**src/camera_settings.svh**
```systemverilog
`ifndef CAMERA_SETTINGS_SVH
`define CAMERA_SETTINGS_SVH

// Raw sensor frame size
`define SENSOR_WIDTH 16
`define SENSOR_HEIGHT 12

// Crop window in debayered coordinates, end is exclusive
`define CROP_X_START 4
`define CROP_X_END 12
`define CROP_Y_START 2
`define CROP_Y_END 10

// Bytes per capture, also the image buffer depth
`define CAPTURE_SIZE ((`CROP_X_END - `CROP_X_START) * (`CROP_Y_END - `CROP_Y_START))

// Host op codes
`define OP_CAPTURE 8'h20
`define OP_BYTES_AVAILABLE 8'h21
`define OP_READ_DATA 8'h22

`endif

```
**src/camera_pkg.sv**
```systemverilog
package camera_pkg;

    // Raw Bayer pixel stream from the sensor side
    typedef struct packed {
        logic       frame_valid;
        logic       line_valid;
        logic [9:0] data;
    } bayer_stream_t;

    // Full colour pixel stream after debayering
    typedef struct packed {
        logic       frame_valid;
        logic       line_valid;
        logic [9:0] red;
        logic [9:0] green;
        logic [9:0] blue;
    } rgb_stream_t;

    // Two bytes of a count, as returned to the host
    typedef struct packed {
        logic [7:0] high;
        logic [7:0] low;
    } byte_pair_t;

    // Remaining byte count, read whole or one byte at a time
    typedef union packed {
        logic [15:0] count;
        byte_pair_t  bytes;
    } byte_count_u;

endpackage

```
**src/camera.sv**
```systemverilog
module camera
    import camera_pkg::*;
(
    input  logic          clock_spi_in,
    input  logic          mipi_byte_reset_n,
    input  bayer_stream_t pixel_i,
    input  logic [7:0]    op_code_i,
    input  logic          op_code_valid_i,
    input  logic          operand_valid_i,
    input  logic [7:0]    operand_count_i,
    output logic [7:0]    response_o,
    output logic          response_valid_o
);

    rgb_stream_t debayered;
    rgb_stream_t cropped;
    logic        capture_active;
    logic [15:0] read_address;
    logic [7:0]  read_data;

    command_handler command_handler_i (
        .clock_spi_in          (clock_spi_in),
        .mipi_byte_reset_n     (mipi_byte_reset_n),
        .op_code_i             (op_code_i),
        .op_code_valid_i       (op_code_valid_i),
        .operand_valid_i       (operand_valid_i),
        .operand_count_i       (operand_count_i),
        .cropped_frame_valid_i (cropped.frame_valid),
        .read_data_i           (read_data),
        .capture_active_o      (capture_active),
        .read_address_o        (read_address),
        .response_o            (response_o),
        .response_valid_o      (response_valid_o)
    );

    debayer debayer_i (
        .clock_spi_in      (clock_spi_in),
        .mipi_byte_reset_n (mipi_byte_reset_n),
        .pixel_i           (pixel_i),
        .pixel_o           (debayered)
    );

    crop crop_i (
        .clock_spi_in      (clock_spi_in),
        .mipi_byte_reset_n (mipi_byte_reset_n),
        .pixel_i           (debayered),
        .pixel_o           (cropped)
    );

    image_buffer image_buffer_i (
        .clock_spi_in      (clock_spi_in),
        .mipi_byte_reset_n (mipi_byte_reset_n),
        .pixel_i           (cropped),
        .capture_active_i  (capture_active),
        .read_address_i    (read_address),
        .read_data_o       (read_data)
    );

endmodule

```
**src/command_handler.sv**
```systemverilog
`include "camera_settings.svh"

module command_handler
    import camera_pkg::*;
(
    input  logic        clock_spi_in,
    input  logic        mipi_byte_reset_n,
    input  logic [7:0]  op_code_i,
    input  logic        op_code_valid_i,
    input  logic        operand_valid_i,
    input  logic [7:0]  operand_count_i,
    input  logic        cropped_frame_valid_i,
    input  logic [7:0]  read_data_i,
    output logic        capture_active_o,
    output logic [15:0] read_address_o,
    output logic [7:0]  response_o,
    output logic        response_valid_o
);

    logic        capture_flag;
    logic        frame_valid_q;
    logic [1:0]  frame_valid_edge;
    logic [15:0] bytes_read;
    logic        operand_valid_q;
    logic        operand_rise;
    byte_count_u remaining;

    assign remaining.count = 16'(`CAPTURE_SIZE) - bytes_read;
    assign read_address_o = bytes_read;

    // Previous and current frame valid
    assign frame_valid_edge = {frame_valid_q, cropped_frame_valid_i};

    assign operand_rise = operand_valid_i && !operand_valid_q;

    // Capture window follows the cropped frame
    always_ff @(posedge clock_spi_in or negedge mipi_byte_reset_n) begin
        if (!mipi_byte_reset_n) begin
            frame_valid_q <= 1'b0;
            capture_active_o <= 1'b0;
        end else begin
            frame_valid_q <= cropped_frame_valid_i;

            if (capture_flag && frame_valid_edge == 2'b01) begin
                capture_active_o <= 1'b1;
            end

            if (frame_valid_edge == 2'b10) begin
                capture_active_o <= 1'b0;
            end
        end
    end

    // Op code decode
    always_ff @(posedge clock_spi_in or negedge mipi_byte_reset_n) begin
        if (!mipi_byte_reset_n) begin
            capture_flag <= 1'b0;
            bytes_read <= 16'd0;
            operand_valid_q <= 1'b0;
            response_o <= 8'd0;
            response_valid_o <= 1'b0;
        end else begin
            operand_valid_q <= operand_valid_i;
            response_valid_o <= op_code_valid_i;

            // Request is consumed once the capture has started
            if (capture_active_o) begin
                capture_flag <= 1'b0;
            end

            if (op_code_valid_i) begin
                case (op_code_i)
                    `OP_CAPTURE: begin
                        if (!capture_active_o) begin
                            capture_flag <= 1'b1;
                            bytes_read <= 16'd0;
                        end
                    end

                    `OP_BYTES_AVAILABLE: begin
                        case (operand_count_i)
                            8'd0: response_o <= remaining.bytes.high;
                            8'd1: response_o <= remaining.bytes.low;
                            default: response_o <= response_o;
                        endcase
                    end

                    `OP_READ_DATA: begin
                        response_o <= read_data_i;

                        // One byte consumed per operand strobe
                        if (operand_rise) begin
                            bytes_read <= bytes_read + 16'd1;
                        end
                    end

                    default: begin
                        response_o <= response_o;
                    end
                endcase
            end
        end
    end

endmodule

```
**src/crop.sv**
```systemverilog
`include "camera_settings.svh"

module crop
    import camera_pkg::*;
(
    input  logic        clock_spi_in,
    input  logic        mipi_byte_reset_n,
    input  rgb_stream_t pixel_i,
    output rgb_stream_t pixel_o
);

    localparam int X_W = $clog2(`SENSOR_WIDTH);
    localparam int Y_W = $clog2(`SENSOR_HEIGHT + 1);

    logic [X_W-1:0] x_count;
    logic [Y_W-1:0] y_count;
    logic           line_valid_q;
    logic           in_rows;
    logic           in_window;

    assign in_rows = y_count >= Y_W'(`CROP_Y_START) && y_count < Y_W'(`CROP_Y_END);
    assign in_window = pixel_i.frame_valid && pixel_i.line_valid && in_rows &&
                       x_count >= X_W'(`CROP_X_START) && x_count < X_W'(`CROP_X_END);

    // Column and row position of the input stream
    always_ff @(posedge clock_spi_in or negedge mipi_byte_reset_n) begin
        if (!mipi_byte_reset_n) begin
            x_count <= '0;
            y_count <= '0;
            line_valid_q <= 1'b0;
        end else begin
            x_count <= pixel_i.line_valid ? x_count + 1'b1 : '0;
            line_valid_q <= pixel_i.line_valid;

            if (!pixel_i.frame_valid) begin
                y_count <= '0;
            end else if (line_valid_q && !pixel_i.line_valid) begin
                y_count <= y_count + 1'b1;
            end
        end
    end

    always_ff @(posedge clock_spi_in or negedge mipi_byte_reset_n) begin
        if (!mipi_byte_reset_n) begin
            pixel_o <= '0;
        end else begin
            // Frame opens on the first window line and closes past the last
            pixel_o.frame_valid <= pixel_i.frame_valid && in_rows &&
                                   (pixel_o.frame_valid || pixel_i.line_valid);
            pixel_o.line_valid <= in_window;
            pixel_o.red <= pixel_i.red;
            pixel_o.green <= pixel_i.green;
            pixel_o.blue <= pixel_i.blue;
        end
    end

endmodule

```
**src/debayer.sv**
```systemverilog
`include "camera_settings.svh"

module debayer
    import camera_pkg::*;
(
    input  logic          clock_spi_in,
    input  logic          mipi_byte_reset_n,
    input  bayer_stream_t pixel_i,
    output rgb_stream_t   pixel_o
);

    localparam int X_W = $clog2(`SENSOR_WIDTH);
    localparam int Y_W = $clog2(`SENSOR_HEIGHT + 1);
    localparam logic [X_W-1:0] X_LAST = X_W'(`SENSOR_WIDTH - 1);

    logic [X_W-1:0] x_count;
    logic [Y_W-1:0] y_count;

    // Previous line of raw samples
    logic [9:0] line_buffer [`SENSOR_WIDTH];

    // 2x2 window around the incoming sample
    logic [9:0] current;
    logic [9:0] left_pixel;
    logic [9:0] above;
    logic [9:0] above_left;

    logic [9:0]  red;
    logic [9:0]  blue;
    logic [10:0] green_sum;
    logic        line_valid_out;

    assign current = pixel_i.data;
    assign above = line_buffer[x_count];

    // Bayer phase from row and column parity, even rows start with R
    always_comb begin
        case ({y_count[0], x_count[0]})
            2'b00: begin
                red = current;
                blue = above_left;
                green_sum = {1'b0, left_pixel} + {1'b0, above};
            end
            2'b01: begin
                red = left_pixel;
                blue = above;
                green_sum = {1'b0, current} + {1'b0, above_left};
            end
            2'b10: begin
                red = above;
                blue = left_pixel;
                green_sum = {1'b0, current} + {1'b0, above_left};
            end
            default: begin
                red = above_left;
                blue = current;
                green_sum = {1'b0, left_pixel} + {1'b0, above};
            end
        endcase
    end

    // First row and first column have no full window
    assign line_valid_out = pixel_i.line_valid && x_count != '0 && y_count != '0;

    always_ff @(posedge clock_spi_in or negedge mipi_byte_reset_n) begin
        if (!mipi_byte_reset_n) begin
            x_count <= '0;
            y_count <= '0;
        end else begin
            x_count <= pixel_i.line_valid ? x_count + 1'b1 : '0;

            if (!pixel_i.frame_valid) begin
                y_count <= '0;
            end else if (pixel_i.line_valid && x_count == X_LAST) begin
                y_count <= y_count + 1'b1;
            end
        end
    end

    always_ff @(posedge clock_spi_in) begin
        if (pixel_i.line_valid) begin
            line_buffer[x_count] <= current;
            left_pixel <= current;
            above_left <= above;
        end
    end

    always_ff @(posedge clock_spi_in or negedge mipi_byte_reset_n) begin
        if (!mipi_byte_reset_n) begin
            pixel_o <= '0;
        end else begin
            pixel_o.frame_valid <= pixel_i.frame_valid;
            pixel_o.line_valid <= line_valid_out;
            pixel_o.red <= red;
            pixel_o.green <= green_sum[10:1];
            pixel_o.blue <= blue;
        end
    end

endmodule

```
**src/image_buffer.sv**
```systemverilog
`include "camera_settings.svh"

module image_buffer
    import camera_pkg::*;
(
    input  logic        clock_spi_in,
    input  logic        mipi_byte_reset_n,
    input  rgb_stream_t pixel_i,
    input  logic        capture_active_i,
    input  logic [15:0] read_address_i,
    output logic [7:0]  read_data_o
);

    localparam int ADDR_W = $clog2(`CAPTURE_SIZE);

    logic [ADDR_W-1:0] write_address;
    logic [7:0]        write_data;
    logic              write_enable;
    logic              pixel_valid;
    logic              read_in_range;

    logic [7:0] memory [`CAPTURE_SIZE];

    assign pixel_valid = pixel_i.frame_valid && pixel_i.line_valid;
    assign write_enable = pixel_valid && capture_active_i;

    // RGB332 packing
    assign write_data = {pixel_i.red[9:7], pixel_i.green[9:7], pixel_i.blue[9:8]};

    assign read_in_range = read_address_i < 16'(`CAPTURE_SIZE);

    // Write address restarts at every frame
    always_ff @(posedge clock_spi_in or negedge mipi_byte_reset_n) begin
        if (!mipi_byte_reset_n) begin
            write_address <= '0;
        end else if (!pixel_i.frame_valid) begin
            write_address <= '0;
        end else if (pixel_valid) begin
            write_address <= write_address + 1'b1;
        end
    end

    // Single port, a write blocks the read in that cycle
    always_ff @(posedge clock_spi_in) begin
        if (write_enable) begin
            memory[write_address] <= write_data;
        end else if (read_in_range) begin
            read_data_o <= memory[read_address_i[ADDR_W-1:0]];
        end else begin
            read_data_o <= 8'h00;
        end
    end

endmodule

```
**config.mk**
```make
export PLATFORM = sky130hd
export DESIGN_NAME = camera
export DESIGN_NICKNAME = d
export VERILOG_FILES = /design/src/camera_pkg.sv /design/src/camera.sv /design/src/command_handler.sv /design/src/crop.sv /design/src/debayer.sv /design/src/image_buffer.sv
export VERILOG_INCLUDE_DIRS = /design/src
export SDC_FILE = /design/constraint.sdc
export NUM_CORES = 1
export LEC_CHECK = 0
export CAP_MARGIN = 10
export CELL_PAD_IN_SITES_DETAIL_PLACEMENT = 2
export CELL_PAD_IN_SITES_GLOBAL_PLACEMENT = 2
export CORE_MARGIN = 5
export CORE_UTILIZATION = 50
export DETAILED_ROUTE_END_ITERATION = 10
export DONT_BUFFER_PORTS = 1
export PLACE_DENSITY_LB_ADDON = 0.1
export SETUP_SLACK_MARGIN = 0.3
export SLEW_MARGIN = 20
export SYNTH_ARGS = -nofsm -noshare
export SYNTH_HDL_FRONTEND = slang
export SYNTH_SLANG_ARGS = --single-unit
export TNS_END_PERCENT = 5
```
**constraint.sdc**
```tcl
create_clock -name clock_spi_in -period 5.2 [get_ports clock_spi_in]
set_input_delay 0.52 -clock clock_spi_in [delete_from_list [all_inputs] [get_ports clock_spi_in]]
set_output_delay 0.52 -clock clock_spi_in [all_outputs]
set_load 0.05 [all_outputs]
```
==> results.ini <==
[routing]
via_per_inst=6.37
drtIter0Drc=1538
drt-wirelength-per-cell_um=36.1
drt-pass1-iter-count=5
ant_nets=0
dr_total_vias=15454
drt_wl_total_um=87600
drc=0

[global_route]
grt_overflow_total=0
grt_max_degree=73
grt_usage_pct=26.7
grt_pass1_wl_um=128000
first_global_vias=17158
antenna_found_initial=3

[clock_tree]
cts_tree=yes
clock-sinks=772
clk_pin_slew_ps=70
htreeDepth=3
cts_resized=0
cts_setup_buffers=0
numCtsBuffers=81
clock_path_buffers=3
clk_latency_ps=630
root_buffer=clkbuf_16

[yosys]
ys.flop_type=edfxtp_1
synth_warnings=0
seq_area_frac_synth_pct=74.1
syn_nets=1594
postSynthCellCount=1528
ys_seq_elements=772
netlist_area_sq_um=30800
yosys.area.top_type=edfxtp_1
async_flop_share_pct=9.33
synth.area.top_cells=edfxtp_1 (68%), mux4_2 (15%), dfrtp_1 (5.9%), ha_1 (1.4%), nor2_1 (1.3%)
synth_cell_types=49
yosys.area.top_type_share_pct=68.3
synth_edf_count=700
avgSynthCellArea_sq_um=20.2

[sta]
setup_viol=0
holdWs_ps=34.8
fmax_ghz=0.250
period_minus_slack_ps=4000
worstMarginPinSlew_ps=1120
hold_viol=0
slew_violations=0
relSlewSlack_pct=25.0
finalSetupTns_ps=0
skew_ps=16.6
period_share_pct=76.9
rsz0062_at_grt=no

[floorplan]
num_io_pins=41
start_util_pct=50.2
fp.dieArea_sq_um=66700
num_rows=91
die_h_um=258
die_w_um=258
coreArea_sq_um=61400

[placed_design]
dpl.hpwl_um=51300
dp.cells=2266
gp_congestion=0.774
portBuffers=0

[worst_setup_path]
critPathCaptureType=register
path_max_fanout=22
start_kind=register
critPathRequiredTime_ps=5680
worstPathArrival_ps=4480
critPathKind=reg -> reg

[power_and_ir_drop]
powerDensity_nw_per_um2=398
p_leak_nw=11.2
ir_worst_vdd_v=0.000294

[layout]
layout_common_cells=edfxtp_1 (700), mux4_2 (208), nor2_1 (105)
final_util_pct=56.3
regArea_sq_um=22900
nFillCells=5026
stdcell_count=2427
nNetsFinal=1643
antenna_cells=0
drive_gt1_share_pct=22.4
multiInputGateArea_sq_um=7570
final_common_cell=edfxtp_1
area_growth_pct=12.2

[min_path]
holdCritPathClass=in -> reg

[job]
drv_cap=0

[run_status]
status=complete, no violations

## final timing paths
kind,from,end,slack (ps),depth (start not counted)
worst min-delay path,pixel_i[8],debayer_i.pixel_o[8]$_DFF_PN0_,30,2
min in group asynchronous,mipi_byte_reset_n,command_handler_i.response_o[1]$_DFFE_PN0P_,480,2
worst min register to register,debayer_i.pixel_o[27]$_DFF_PN0_,crop_i.pixel_o[27]$_DFF_PN0_,350,0
worst max-delay path,debayer_i.x_count[0]$_DFF_PN0_,debayer_i.pixel_o[19]$_DFF_PN0_,1200,9
max in group asynchronous,mipi_byte_reset_n,crop_i.pixel_o[9]$_DFF_PN0_,4300,2
worst max register to register,debayer_i.x_count[0]$_DFF_PN0_,debayer_i.pixel_o[19]$_DFF_PN0_,1200,9
## sequential cells by signal (all words and copies together) (netlist names)
name                                flops
command_handler_i.frame_valid_q         1
crop_i.line_valid_q                     1
crop_i.y_count                          4
crop_i.x_count                          4
command_handler_i.capture_flag          1
image_buffer_i.memory                 512
debayer_i.line_buffer                 160
debayer_i.above_left                   10
command_handler_i.response_valid_o      1
image_buffer_i.read_data_o              8
debayer_i.left_pixel                   10
debayer_i.y_count                       4
image_buffer_i.write_address            6
command_handler_i.read_address_o       16
command_handler_i.capture_active_o      1
debayer_i.pixel_o                      10
crop_i.pixel_o                         10
debayer_i.x_count                       4
command_handler_i.response_o            8
command_handler_i.operand_valid_q       1
## cells in the mapped netlist (3+ instances only)
cell type / count
mux4_2: 208
and4_1: 3
nor3_1: 13
nand3b_1: 3
nor2b_1: 12
nor4_1: 3
or3_1: 7
a221o_1: 6
nand3_1: 17
dfrtp_1: 72
o21ai_0: 17
ha_1: 34
and3_1: 7
o211ai_1: 9
a21o_1: 5
inv_1: 24
xor2_1: 19
clkbuf_1: 47
nand2_1: 34
nand2b_1: 11
mux2i_1: 12
nor2_1: 106
buf_2: 21
o31ai_1: 6
nand4_1: 19
buf_1: 6
edfxtp_1: 700
xnor2_1: 26
and2_1: 27
a21oi_1: 30
## through the flow
stage / cell area [sq um] / worst slack, ps / power [mW]
2_1_floorplan: 30800 / 1490 / 7.61
3_3_place_gp: 31700 / 1470 / 7.84
3_5_place_dp: 31700 / 1290 / 7.93
4_1_cts: 34500 / 1140 / 13.9
5_1_grt: 34500 / 1030 / 14.2
6_report: 34500 / 1200 / 13.8
## cells by family (layout without fill, tap and decap cells)
kind of cell	Yosys count	in the layout	share of synthesized area, %
compound gates	85	85	1.77
flops	772	772	74.1
mux	222	222	15.8
xor+xnor	45	45	1.28
simple gates	271	271	4.38
fa+ha+maj	34	34	1.38
buf+inv	99	208	1.32
## power breakdown
| part | switching, mW | internal (mW) |
|---|---|---|
| registers | 0.280 | 7.08 |
| logic | 0.322 | 0.192 |
| clock network | 2.49 | 3.40 |
| total | 3.09 | 10.7 |
## routing by layer
layer	vias to the layer above	GRT usage (%)	wire [um]
met2	583	47.4	46300
met4	2	8.69	3180
met1	8391	34.2	33900
li1	6305	-	-
met5	-	0	13
met3	173	3.96	4200
## worst max-delay path: stages, from the launching register on
cell,delay [ps]
dfrtp_2,870
buf_4,480
mux4_2,560
mux4_2,550
ha_1,400
a21o_1,200
a31oi_1,180
o31ai_1,170
a211oi_1,350
a31oi_1,90
## layout make-up
class / instances / share of cell area, %
Inverter: 24 / 0.261
Tap cell: 790 / 2.86
Sequential cell: 772 / 66.2
Timing Repair Buffer: 41 / 1.24
Clock buffer: 106 / 6.44
Clock inverter: 37 / 1.12
Multi-Input combinational cell: 657 / 21.9
## timing repair
| action | CTS | global route |
|---|---|---|
| hold buffers | 16 | 0 |
| hold endpoints to repair | 265 | 0 |
| setup endpoints to repair | 0 | 0 |
Note: power is estimated with default switching activity, not from simulation.
